**config.mk**
```make
export PLATFORM = sky130hd
export DESIGN_NAME = fetch_top
export DESIGN_NICKNAME = d
export VERILOG_FILES = /design/src/logic/fetch_pkg.sv /design/src/logic/fetch_queue.sv /design/src/logic/inst_mem.sv /design/src/logic/fetch_cfg_regs.sv /design/src/logic/inst_fetch.sv /design/src/logic/fetch_top.sv
export VERILOG_INCLUDE_DIRS = /design/src /design/src/include
export SDC_FILE = /design/constraint.sdc
export NUM_CORES = 2
export LEC_CHECK = 0
export BUFFER_PORTS_ARGS = -buffer_cell sky130_fd_sc_hd__buf_2
export CAP_MARGIN = 20
export CORE_UTILIZATION = 55
export DETAILED_ROUTE_END_ITERATION = 8
export PLACE_DENSITY = 0.81
export SKIP_CTS_REPAIR_TIMING = 1
export SLEW_MARGIN = 10
export SYNTH_ARGS = -nofsm -noshare
export SYNTH_HDL_FRONTEND = slang
export SYNTH_SLANG_ARGS = --single-unit
```
**constraint.sdc**
```tcl
create_clock -name clk -period 6.5 [get_ports clk]
set_input_delay 0.975 -clock clk [delete_from_list [all_inputs] [get_ports clk]]
set_output_delay 0.975 -clock clk [all_outputs]
set_load 0.01 [all_outputs]
```
**src/include/fetch_macros.svh**
```systemverilog
`ifndef FETCH_MACROS_SVH
`define FETCH_MACROS_SVH

// Datapath widths
`define FETCH_PC_W      32
`define FETCH_INST_W    32

// Accepted but not yet delivered fetches
`define FETCH_Q_DEPTH   4

// Instruction memory, word indexed by pc[7:2]
`define IMEM_WORDS      64
`define IMEM_IDX_W      6

// Register map of the configuration block
`define CFG_ADDR_W      12
`define CFG_CTRL        12'h000
`define CFG_VECTOR      12'h004
`define CFG_STATUS      12'h008
`define CFG_IMEM_BASE   12'h100

`define RESET_JUMP_PC   32'hffff_ffff

`endif

```
**src/logic/fetch_pkg.sv**
```systemverilog
`include "fetch_macros.svh"

package fetch_pkg;

  // --------------------
  // Fetch datapath types
  // --------------------

  // Instruction address
  typedef logic [`FETCH_PC_W-1:0] pc_t;

  // Raw instruction word
  typedef logic [`FETCH_INST_W-1:0] inst_t;

  // One instruction handed to decode
  typedef struct packed {
    pc_t   pc;
    inst_t inst;
  } fetch_pkt_t;

endpackage

```
**src/logic/fetch_queue.sv**
```systemverilog
`timescale 1ns/1ps
`include "fetch_macros.svh"

module fetch_queue #(
  parameter type payload_t = logic [31:0],
  parameter int  depth     = `FETCH_Q_DEPTH
) (
  input  logic                         clk,
  input  logic                         rstn,
  input  logic                         push,
  input  payload_t                     push_data,
  input  logic                         pop,
  input  logic                         flush,
  output payload_t                     pop_data,
  output logic                         empty,
  output logic [$clog2(depth+1)-1:0]   count
);

  localparam int ptr_w = (depth > 1) ? $clog2(depth) : 1;

  payload_t           mem [depth];
  logic [ptr_w-1:0]   wr_ptr;
  logic [ptr_w-1:0]   rd_ptr;
  logic               full;

  // Wrap at depth, also for depths that are not a power of two
  function automatic logic [ptr_w-1:0] ptr_inc(input logic [ptr_w-1:0] ptr);
    ptr_inc = (ptr == ptr_w'(depth - 1)) ? '0 : ptr + 1'b1;
  endfunction

  assign empty    = (count == '0);
  assign full     = (count == depth);
  // Show-ahead read of the head entry
  assign pop_data = mem[rd_ptr];

  // Pointers and occupancy
  always_ff @(posedge clk or negedge rstn) begin
    if (!rstn) begin
      wr_ptr <= '0;
      rd_ptr <= '0;
      count  <= '0;
    end else if (flush) begin
      // Whole queue dropped in one cycle
      wr_ptr <= '0;
      rd_ptr <= '0;
      count  <= '0;
    end else begin
      if (push) wr_ptr <= ptr_inc(wr_ptr);
      if (pop) rd_ptr <= ptr_inc(rd_ptr);
      case ({push, pop})
        2'b10:   count <= count + 1'b1;
        2'b01:   count <= count - 1'b1;
        default: count <= count;
      endcase
    end
  end

  // Storage
  always_ff @(posedge clk) begin
    if (push && !flush) mem[wr_ptr] <= push_data;
  end

  // Caller must leave room, and never read an empty queue
  a_no_overflow: assert property (@(posedge clk) disable iff (!rstn)
    (push && full) |-> (pop || flush));
  a_no_underflow: assert property (@(posedge clk) disable iff (!rstn)
    pop |-> !empty);

endmodule

```
**src/logic/inst_mem.sv**
```systemverilog
`timescale 1ns/1ps
`include "fetch_macros.svh"

module inst_mem (
  input  logic                       clk,
  input  logic                       rstn,
  // Fetch read port
  input  logic                       cmd_valid,
  input  fetch_pkg::pc_t             cmd_addr,
  output logic                       cmd_ready,
  output logic                       rsp_valid,
  output fetch_pkg::inst_t           rsp_data,
  // Program write port
  input  logic                       prog_we,
  input  logic [`IMEM_IDX_W-1:0]     prog_idx,
  input  fetch_pkg::inst_t           prog_data
);

  import fetch_pkg::*;

  inst_t                   mem [`IMEM_WORDS];
  logic                    accept;
  logic [`IMEM_IDX_W-1:0]  rd_idx;

  // --------------------
  // Port arbitration
  // --------------------

  // Program write owns the single port for its cycle
  assign cmd_ready = !prog_we;
  assign accept    = cmd_valid && cmd_ready;
  // Word index, wraps every 64 words
  assign rd_idx    = cmd_addr[`IMEM_IDX_W+1:2];

  // Array write and read
  always_ff @(posedge clk) begin
    if (prog_we) mem[prog_idx] <= prog_data;
    if (accept) rsp_data <= mem[rd_idx];
  end

  // One-cycle response strobe
  always_ff @(posedge clk or negedge rstn) begin
    if (!rstn) begin
      rsp_valid <= 1'b0;
    end else begin
      rsp_valid <= accept;
    end
  end

  // Byte offset bits are dropped by the word index
  a_word_aligned: assert property (@(posedge clk) disable iff (!rstn)
    cmd_valid |-> (cmd_addr[1:0] == 2'b00));

endmodule

```
**src/logic/fetch_cfg_regs.sv**
```systemverilog
`timescale 1ns/1ps
`include "fetch_macros.svh"

module fetch_cfg_regs (
  input  logic                       clk,
  input  logic                       rstn,
  // Register port
  input  logic                       cfg_wr,
  input  logic                       cfg_rd,
  input  logic [`CFG_ADDR_W-1:0]     cfg_addr,
  input  logic [31:0]                cfg_wdata,
  output logic [31:0]                cfg_rdata,
  // To fetch unit
  output logic                       run,
  output fetch_pkg::pc_t             ctrl_pc,
  output logic                       ctrl_pc_vld,
  // From fetch unit
  input  logic                       fetch_idle,
  input  logic [15:0]                fetch_count,
  // To instruction memory
  output logic                       prog_we,
  output logic [`IMEM_IDX_W-1:0]     prog_idx,
  output fetch_pkg::inst_t           prog_data
);

  import fetch_pkg::*;

  pc_t   vector;
  logic  wr_ctrl;
  logic  wr_vector;
  logic  in_imem_win;

  // --------------------
  // Address decode
  // --------------------

  assign wr_ctrl     = cfg_wr && (cfg_addr == `CFG_CTRL);
  assign wr_vector   = cfg_wr && (cfg_addr == `CFG_VECTOR);
  // 0x100..0x1fc, one word per memory entry
  assign in_imem_win = (cfg_addr >= `CFG_IMEM_BASE) &&
                       (cfg_addr < (`CFG_IMEM_BASE + (`IMEM_WORDS * 4)));

  // Boot/redirect vector goes straight out
  assign ctrl_pc = vector;

  // CTRL and VECTOR, redirect bit self-clears
  always_ff @(posedge clk or negedge rstn) begin
    if (!rstn) begin
      run         <= 1'b0;
      ctrl_pc_vld <= 1'b0;
      vector      <= '0;
    end else begin
      if (wr_ctrl) run <= cfg_wdata[0];
      // One pulse per write with bit 1 set
      ctrl_pc_vld <= wr_ctrl && cfg_wdata[1];
      if (wr_vector) vector <= cfg_wdata;
    end
  end

  // Memory window writes become program pulses
  always_ff @(posedge clk or negedge rstn) begin
    if (!rstn) begin
      prog_we <= 1'b0;
    end else begin
      prog_we <= cfg_wr && in_imem_win;
    end
  end

  // Write payload, byte offset bits dropped
  always_ff @(posedge clk) begin
    if (cfg_wr && in_imem_win) begin
      prog_idx  <= cfg_addr[`IMEM_IDX_W+1:2];
      prog_data <= cfg_wdata;
    end
  end

  // --------------------
  // Read-back
  // --------------------

  always_ff @(posedge clk or negedge rstn) begin
    if (!rstn) begin
      cfg_rdata <= '0;
    end else if (cfg_rd) begin
      case (cfg_addr)
        `CFG_CTRL:   cfg_rdata <= {31'b0, run};
        `CFG_VECTOR: cfg_rdata <= vector;
        // Count on top, idle in bit 0
        `CFG_STATUS: cfg_rdata <= {fetch_count, 15'b0, fetch_idle};
        // Memory window is write only
        default:     cfg_rdata <= '0;
      endcase
    end
  end

endmodule

```
**src/logic/inst_fetch.sv**
```systemverilog
`timescale 1ns/1ps
`include "fetch_macros.svh"

module inst_fetch (
  input  logic                  clk,
  input  logic                  rstn,
  // Control side
  input  logic                  run,
  input  fetch_pkg::pc_t        ctrl_pc,
  input  logic                  ctrl_pc_vld,
  // ALU redirect
  input  fetch_pkg::pc_t        alu_pc,
  input  logic                  alu_pc_vld,
  // Instruction memory
  output logic                  cmd_valid,
  output fetch_pkg::pc_t        cmd_addr,
  input  logic                  cmd_ready,
  input  logic                  rsp_valid,
  input  fetch_pkg::inst_t      rsp_data,
  // Decode
  input  logic                  de_stall,
  output fetch_pkg::inst_t      de_inst,
  output fetch_pkg::pc_t        de_pc,
  output logic                  de_inst_vld,
  // ROB
  output fetch_pkg::pc_t        rob_jump_pc,
  // Status
  output logic                  fetch_idle,
  output logic [15:0]           fetch_count
);

  import fetch_pkg::*;

  localparam int cnt_w = $clog2(`FETCH_Q_DEPTH + 1);

  pc_t               pc;
  pc_t               jump_pc_q;
  logic              redirect;
  logic              accept;
  // In-flight PCs
  pc_t               rsp_pc;
  logic              pc_empty;
  logic [cnt_w-1:0]  pc_count;
  // Returned packets
  fetch_pkt_t        rsp_pkt;
  fetch_pkt_t        head_pkt;
  logic              pkt_push;
  logic              pkt_pop;
  logic              pkt_empty;
  logic [cnt_w-1:0]  pkt_count;
  // Old-path responses still to drop
  logic [cnt_w-1:0]  kill_cnt;
  logic [cnt_w:0]    inflight_total;

  assign redirect = ctrl_pc_vld || alu_pc_vld;
  assign accept   = cmd_valid && cmd_ready;

  // --------------------
  // PC and command
  // --------------------

  // Control beats ALU beats sequential
  always_ff @(posedge clk or negedge rstn) begin
    if (!rstn) begin
      pc <= '0;
    end else if (ctrl_pc_vld) begin
      pc <= ctrl_pc;
    end else if (alu_pc_vld) begin
      pc <= alu_pc;
    end else if (accept) begin
      pc <= pc + 32'd4;
    end
  end

  // Everything accepted and not yet handed to decode
  assign inflight_total = {1'b0, pc_count} + {1'b0, pkt_count};
  // Stop issuing once the packet queue could overflow
  assign cmd_valid = run && (inflight_total < `FETCH_Q_DEPTH);
  assign cmd_addr  = pc;

  fetch_queue #(
    .payload_t (pc_t),
    .depth     (`FETCH_Q_DEPTH)
  ) i_pc_queue (
    .clk       (clk),
    .rstn      (rstn),
    .push      (accept),
    .push_data (pc),
    .pop       (rsp_valid),
    .flush     (1'b0),
    .pop_data  (rsp_pc),
    .empty     (pc_empty),
    .count     (pc_count)
  );

  // --------------------
  // Kill of stale responses
  // --------------------

  // At a redirect, everything still in flight after this edge is old path
  always_ff @(posedge clk or negedge rstn) begin
    if (!rstn) begin
      kill_cnt <= '0;
    end else if (redirect) begin
      kill_cnt <= pc_count + cnt_w'(accept) - cnt_w'(rsp_valid);
    end else if (rsp_valid && (kill_cnt != '0)) begin
      kill_cnt <= kill_cnt - 1'b1;
    end
  end

  // Pair word with its PC, flush wins over push in the redirect cycle
  assign rsp_pkt  = '{pc: rsp_pc, inst: rsp_data};
  assign pkt_push = rsp_valid && (kill_cnt == '0);
  assign pkt_pop  = !de_stall && !pkt_empty;

  fetch_queue #(
    .payload_t (fetch_pkt_t),
    .depth     (`FETCH_Q_DEPTH)
  ) i_pkt_queue (
    .clk       (clk),
    .rstn      (rstn),
    .push      (pkt_push),
    .push_data (rsp_pkt),
    .pop       (pkt_pop),
    .flush     (redirect),
    .pop_data  (head_pkt),
    .empty     (pkt_empty),
    .count     (pkt_count)
  );

  // --------------------
  // Decode output
  // --------------------

  always_ff @(posedge clk) begin
    if (pkt_pop) begin
      de_pc   <= head_pkt.pc;
      de_inst <= head_pkt.inst;
    end
  end

  // No pulse after a redirect cycle, count tracks pulses
  always_ff @(posedge clk or negedge rstn) begin
    if (!rstn) begin
      de_inst_vld <= 1'b0;
      fetch_count <= '0;
    end else begin
      de_inst_vld <= pkt_pop && !redirect;
      if (pkt_pop && !redirect) fetch_count <= fetch_count + 1'b1;
    end
  end

  // Idle when nothing is in flight or queued
  assign fetch_idle = pc_empty && pkt_empty;

  // --------------------
  // ROB jump target
  // --------------------

  always_ff @(posedge clk or negedge rstn) begin
    if (!rstn) begin
      jump_pc_q <= `RESET_JUMP_PC;
    end else if (redirect) begin
      jump_pc_q <= rob_jump_pc;
    end
  end

  // Target visible in the redirect cycle itself
  always_comb begin
    if (ctrl_pc_vld) begin
      rob_jump_pc = ctrl_pc;
    end else if (alu_pc_vld) begin
      rob_jump_pc = alu_pc;
    end else begin
      rob_jump_pc = jump_pc_q;
    end
  end

  a_depth_bound: assert property (@(posedge clk) disable iff (!rstn)
    inflight_total <= `FETCH_Q_DEPTH);
  // Kills only ever cover responses the memory still owes
  a_kill_bound: assert property (@(posedge clk) disable iff (!rstn)
    kill_cnt <= pc_count);

endmodule

```
**src/logic/fetch_top.sv**
```systemverilog
`timescale 1ns/1ps
`include "fetch_macros.svh"

module fetch_top (
  input  logic                    clk,
  input  logic                    rstn,
  // Register port
  input  logic                    cfg_wr,
  input  logic                    cfg_rd,
  input  logic [`CFG_ADDR_W-1:0]  cfg_addr,
  input  logic [31:0]             cfg_wdata,
  output logic [31:0]             cfg_rdata,
  // ALU redirect
  input  fetch_pkg::pc_t          alu_pc,
  input  logic                    alu_pc_vld,
  // Decode
  input  logic                    de_stall,
  output fetch_pkg::inst_t        de_inst,
  output fetch_pkg::pc_t          de_pc,
  output logic                    de_inst_vld,
  // ROB and status
  output fetch_pkg::pc_t          rob_jump_pc,
  output logic                    fetch_idle
);

  import fetch_pkg::*;

  // Config to fetch
  logic                    run;
  pc_t                     ctrl_pc;
  logic                    ctrl_pc_vld;
  logic [15:0]             fetch_count;
  // Config to memory
  logic                    prog_we;
  logic [`IMEM_IDX_W-1:0]  prog_idx;
  inst_t                   prog_data;
  // Fetch to memory
  logic                    cmd_valid;
  pc_t                     cmd_addr;
  logic                    cmd_ready;
  logic                    rsp_valid;
  inst_t                   rsp_data;

  fetch_cfg_regs i_fetch_cfg_regs (
    .clk         (clk),
    .rstn        (rstn),
    .cfg_wr      (cfg_wr),
    .cfg_rd      (cfg_rd),
    .cfg_addr    (cfg_addr),
    .cfg_wdata   (cfg_wdata),
    .cfg_rdata   (cfg_rdata),
    .run         (run),
    .ctrl_pc     (ctrl_pc),
    .ctrl_pc_vld (ctrl_pc_vld),
    .fetch_idle  (fetch_idle),
    .fetch_count (fetch_count),
    .prog_we     (prog_we),
    .prog_idx    (prog_idx),
    .prog_data   (prog_data)
  );

  inst_fetch i_inst_fetch (
    .clk         (clk),
    .rstn        (rstn),
    .run         (run),
    .ctrl_pc     (ctrl_pc),
    .ctrl_pc_vld (ctrl_pc_vld),
    .alu_pc      (alu_pc),
    .alu_pc_vld  (alu_pc_vld),
    .cmd_valid   (cmd_valid),
    .cmd_addr    (cmd_addr),
    .cmd_ready   (cmd_ready),
    .rsp_valid   (rsp_valid),
    .rsp_data    (rsp_data),
    .de_stall    (de_stall),
    .de_inst     (de_inst),
    .de_pc       (de_pc),
    .de_inst_vld (de_inst_vld),
    .rob_jump_pc (rob_jump_pc),
    .fetch_idle  (fetch_idle),
    .fetch_count (fetch_count)
  );

  inst_mem i_inst_mem (
    .clk       (clk),
    .rstn      (rstn),
    .cmd_valid (cmd_valid),
    .cmd_addr  (cmd_addr),
    .cmd_ready (cmd_ready),
    .rsp_valid (rsp_valid),
    .rsp_data  (rsp_data),
    .prog_we   (prog_we),
    .prog_idx  (prog_idx),
    .prog_data (prog_data)
  );

endmodule

```
# Word-level counts from Yosys, hierarchy flattened

Memories as Yosys holds them, arrays and structs flattened. A register that Yosys moved wholly into a read port is not among the register bits.
Cells that the tools add are included.

Bits in registers: 204
Bits in latches: 0
Memory bits (writable): 2,432
Memory bits (read-only): 0
Input bits: 82
Output and inout bits: 130
Logic and storage cells: 103
Memories kept: 3

Add/subtract/negate cells: 14
Multiply operators: 0
Divide/modulo/power cells: 0
Order comparisons: 3
Eq/ne operators: 10
Shift operators: 0
Muxes and demuxes: 25
Bitwise gates (word level): 0
Reduce and logical (&&, ||, !) cells: 29

Memory list:

| name                         | depth | bits a word | read ports | clocked after Yosys merged registers in | write ports | line              | source |
|---|---|---|---|---|---|---|---|
| i_inst_mem.mem               | 64    | 32          | 1          | 1                                       | 1           | inst_mem.sv:21    | `` inst_t mem [`IMEM_WORDS]; `` |
| i_inst_fetch.i_pkt_queue.mem | 4     | 64          | 1          | 1                                       | 1           | fetch_queue.sv:21 | `payload_t mem [depth];` |
| i_inst_fetch.i_pc_queue.mem  | 4     | 32          | 1          | 0                                       | 1           | fetch_queue.sv:21 |  |

Operators with widths:

| kind                  | count |
|---|---|
| $mux 32               | 5 |
| $pmux 32 s3           | 1 |
| $add 32x3->32 const B | 1 |
| $add 16x1->16 const B | 1 |
| $mux 2                | 8 |
| $logic_and 1x1->1     | 13 |
| $eq 12x3->1 const B   | 1 |
| $eq 12x4->1 const B   | 1 |
| $eq 2x2->1 const B    | 6 |
| $ge 12x9->1 const B   | 1 |
| $logic_not 12->1      | 1 |
| $lt 12x10->1 const B  | 1 |
| $pmux 3 s2            | 2 |
| $logic_not 3->1       | 3 |
| $mux 3                | 3 |
| $reduce_bool 3->1     | 3 |
| $sub 3x1->3 const B   | 3 |
| $add 2x1->2 const B   | 4 |
| $reduce_bool 2->1     | 4 |
| $add 3x1->3 const B   | 2 |
| $mux 1                | 6 |
| $add 3x3->4           | 1 |
| $eq 2x1->1 const B    | 2 |
| $logic_not 1->1       | 4 |
| other kinds (4)       | 4 |

# Longest topological paths before layout

Word-level depth: 7
Mapped depth: 11
Gate-level depth less buffers: 10

# Modules after synthesis

Synthesis repeated with hierarchy kept, for this count alone.

Cell total of the unflattened synthesis: 4,959
Area, all modules: 104,189.9 um^2

Modules (own cells, without submodules):

| module                                 | times used | cells an instance | area each (um^2) | sequential area each (um^2) |
|---|---|---|---|---|
| inst_mem                               | 1          | 3,522             | 78,765.5         | 62,484.9 |
| fetch_queue (i_inst_fetch.i_pkt_queue) | 1          | 379               | 9,681.8          | 7,862.5 |
| inst_fetch                             | 1          | 581               | 6,558.8          | 4,063.9 |
| fetch_queue (i_inst_fetch.i_pc_queue)  | 1          | 210               | 5,097.4          | 4,018.9 |
| fetch_cfg_regs                         | 1          | 267               | 4,086.4          | 2,817.7 |

# Worst setup path after synthesis

OpenSTA, ideal clock, no wires.

Path type: input -> register
From: input de_stall
To: register i_inst_fetch.de_inst[0] (read register of i_inst_fetch.i_pkt_queue.mem) (enable)
Setup time: 0.489 ns
Data arrival time: 3.702 ns
Required time: 6.011 ns
Slack: 2.309 ns
Stages on the path: 1
Buffers on the path: 0
Cells stage by stage: nor2_1

Cells in the longest elaborated chain, start to end: 2

RTL lines:

| what              | line              | source |
|---|---|---|
| from (decl)       | fetch_top.sv:17   | `input logic de_stall,` |
| $logic_not 1->1   | inst_fetch.sv:114 | `assign pkt_pop = !de_stall && !pkt_empty;` |
| $logic_and 1x1->1 | inst_fetch.sv:114 |  |
| to (decl)         | inst_fetch.sv:22  | `output fetch_pkg::inst_t de_inst,` |

No other way between the ends.
A chain may end at the register's enable or synchronous reset.

# Final worst setup path

From: register i_fetch_cfg_regs.ctrl_pc_vld
To: output rob_jump_pc[24]

Cells in the longest elaborated chain, start to end: 1

RTL lines:

| what                   | line                 | source |
|---|---|---|
| from (decl)            | fetch_cfg_regs.sv:16 | `output logic ctrl_pc_vld,` |
| from (signal assigned) | fetch_cfg_regs.sv:55 | `ctrl_pc_vld <= wr_ctrl && cfg_wdata[1];` |
| $mux 32                | inst_fetch.sv:170    | `if (ctrl_pc_vld) begin` |
| to (decl)              | fetch_top.sv:22      | `output fetch_pkg::pc_t rob_jump_pc,` |

No other way between the ends.

==> metrics <==
Mapped Cells=4730; final setup TNS=0 ps; hpwl dp=143000 um; initial antenna violation count=10; Seq cells post-synth=2732; status=complete, but fails checks; Switching Share=0.229; Startpoint Class=flip-flop; PortBufs=211; Max Cap Violations=0; Switch Pwr=8.78 mW; worst slew pin tran=1180 ps; Worst Path Max Fanout=49; GPL Wtd Cong=0.923; min Tclk post-route=4170 ps; Area contributors post-synth=edfxtp_1 (74%), mux4_2 (14%), dfrtp_1 (3.2%), mux2i_1 (1.2%), dfstp_2 (0.81%); Fillers=11824; syn nets=4834; effective utilization at floorplan=0.554; DR DRC count=44; worst setup path class=flip-flop to output pin; share of layout cells above drive strength 1=0.294; synthesized area=0.104 mm^2; vias in the first global route=54040; PD cells=327 mW/mm^2; post-route cell area=0.118 mm^2; Final Setup Violations=0; failing checks=DRC; H-tree levels=5; Data required, critical path=5520 ps; drt initial violations=9032; worst skew pair latency=950 ps; share of the clock period used by the worst path=0.641; clock tree buffer depth=4; Comb power frac=0.094; Max Slew Vio Count=0; clock sink count=2732; Non-Filler Instances=7824; Clock Skew=64.7 ps; RR Endpoint=i_inst_mem.rsp_data[15]; Yosys cell types=64; dominant synthesized flop cell=edfxtp_1; 1st-pass router iterations=8; area grow syn2layout=12.8%; total die area=0.191 mm^2; largest net degree at the start of global routing=125; peak supply drop=332 uV; Root Buffer=clkbuf_16; Site Rows=159; Core ar.=0.188 mm^2; gr ovfl total=0; Pint=29.7 mW; most common cell after layout, fill and taps aside=edfxtp_1; routed length per instance=35.2 um; sequential share of the synthesized area=0.780; Synth top area share=0.739; via count=53411; first-pass GRT wire length=389000 um; FF-to-FF Start=i_inst_fetch.cmd_addr[2]; reg2reg setup slack=2460 ps; Worst R2R Path Depth=6; P_leak=38.1 nW; Final Hold Fails=0; Die X=437 um; most frequent cells in the layout=edfxtp_1 (2566), mux4_2 (635), clkbuf_16 (283), buf_2 (212), buf_4 (147); register share of total power=0.508; Die Y=437 um; Post-synth ARST share=0.0608; RSZ-0062 raised after global routing=false; Core Util, Final=0.625; clock power share=0.398; CTS buffer count=275; top cell type by total area after synthesis=edfxtp_1; CTS tree=yes; Top-Level Pins=212; placed cells=7350; HP Class=primary input to async pin; Peak Freq=0.240 GHz; Final #Nets=5241; Slew HR=0.207; Worst-path clk slew=60 ps; Via density=6.83; placed instance area=0.109 mm^2; ANT nets after route=0; Post-synth EDFFs=2566; Yosys warning total=0; Tot GR Track Use=0.290; Mean Syn Cell Area=22.0 um^2; Critical path origin=i_fetch_cfg_regs.ctrl_pc_vld; Final Total Pwr=38.4 mW; final wirelength=276000 um; CP Data Arrival Time=3190 ps; Setup crit end kind=output pin
-- sequential cells by signal, indices dropped and copies added, names as in the netlist, 2 cells and up --
signal                           count
i_fetch_cfg_regs.cfg_rdata          32
i_inst_mem.mem                    2048
i_inst_fetch.jump_pc_q              32
i_inst_fetch.fetch_count            16
i_inst_fetch.de_inst                32
i_inst_fetch.i_pkt_queue.mem       256
i_inst_fetch.i_pc_queue.mem        128
i_inst_fetch.i_pc_queue.rd_ptr       2
i_inst_fetch.i_pkt_queue.count       3
i_inst_mem.rsp_data                 32
i_inst_fetch.i_pkt_queue.rd_ptr      2
i_fetch_cfg_regs.prog_data          32
i_inst_fetch.i_pc_queue.count        3
i_inst_fetch.de_pc                  32
i_inst_fetch.cmd_addr               32
i_fetch_cfg_regs.prog_idx            6
i_inst_fetch.i_pkt_queue.wr_ptr      2
i_fetch_cfg_regs.ctrl_pc            32
i_inst_fetch.i_pc_queue.wr_ptr       2
i_inst_fetch.kill_cnt                3
-- worst max-delay path: stages (launching register included) --
cell     delay [ps]
dfrtp_1         320
buf_4           440
nor2b_2         210
buf_6           220
a22oi_1         620
nand2_1         230
buf_2           210
-- metrics by stage --
| step | hold WS [ps] | setup WS (ps) |
|---|---|---|
| floorplan | 446 | 2310 |
| global placement | 462 | 2320 |
| detailed placement | 466 | 2350 |
| CTS | 140 | 2130 |
| global route | 186 | 2320 |
| finish | 105 | 2330 |
-- synthesized netlist by cell type (all sizes together), types with 44 or more instances --
cell type  instances
edfxtp          2566
mux4             635
nand2            140
dfrtp            134
buf              127
mux2i            125
clkbuf           119
nor2             108
a22oi             85
o21ai             81
a21oi             75
mux2              63
inv               57
nand3             44
-- worst max-delay path by stage --
stage,end,slack [ps]
floorplan,i_inst_fetch.de_inst[0],2310
global placement,rob_jump_pc[24],2320
detailed placement,rob_jump_pc[24],2350
CTS,rob_jump_pc[24],2130
global route,rob_jump_pc[24],2320
finish,rob_jump_pc[24],2330
-- power by group through the flow --
| stage | Combinational [mW] | Clock (mW) | Sequential (mW) |
|---|---|---|---|
| 4_1_cts | 3.56 | 15.4 | 19.5 |
| 2_1_floorplan | 2.31 | 0 | 19.8 |
| 5_1_grt | 3.74 | 16.0 | 19.5 |
| 3_3_place_gp | 3.40 | 0 | 19.9 |
| 3_5_place_dp | 3.47 | 0 | 19.9 |
| 6_report | 3.62 | 15.3 | 19.5 |
-- per-layer routing --
layer  track usage  vias to the layer above  part of all wire
met5             0                        -          0.000047
met1         0.383                    27525              0.34
li1              -                    20589                 -
met4         0.140                        2             0.055
met3        0.0768                      872              0.14
met2         0.451                     4423              0.47
-- area by class of cell --
class,count,area (um^2),share of cell area
diodes,7,17.5,0.000149
inverters,59,229,0.00195
clock inverters,119,1110,0.00947
flip-flops and latches,2732,81300,0.691
well taps,2495,3120,0.0266
clock buffers,343,7340,0.0624
repair buffers,376,2460,0.0210
multi-input cells,1693,22000,0.187
-- kinds of logic after synthesis --
kind of cell,Yosys count,share of synthesized area
flip-flops,2732,0.780
buffers and inverters,305,0.0141
multiplexers,823,0.156
adder cells (fa/ha/maj),22,0.00286
AO/OA/AOI/OAI,403,0.0262
AND/OR/NAND/NOR,421,0.0191
XOR/XNOR,24,0.00202
Note: power is estimated with default switching activity, not from simulation.
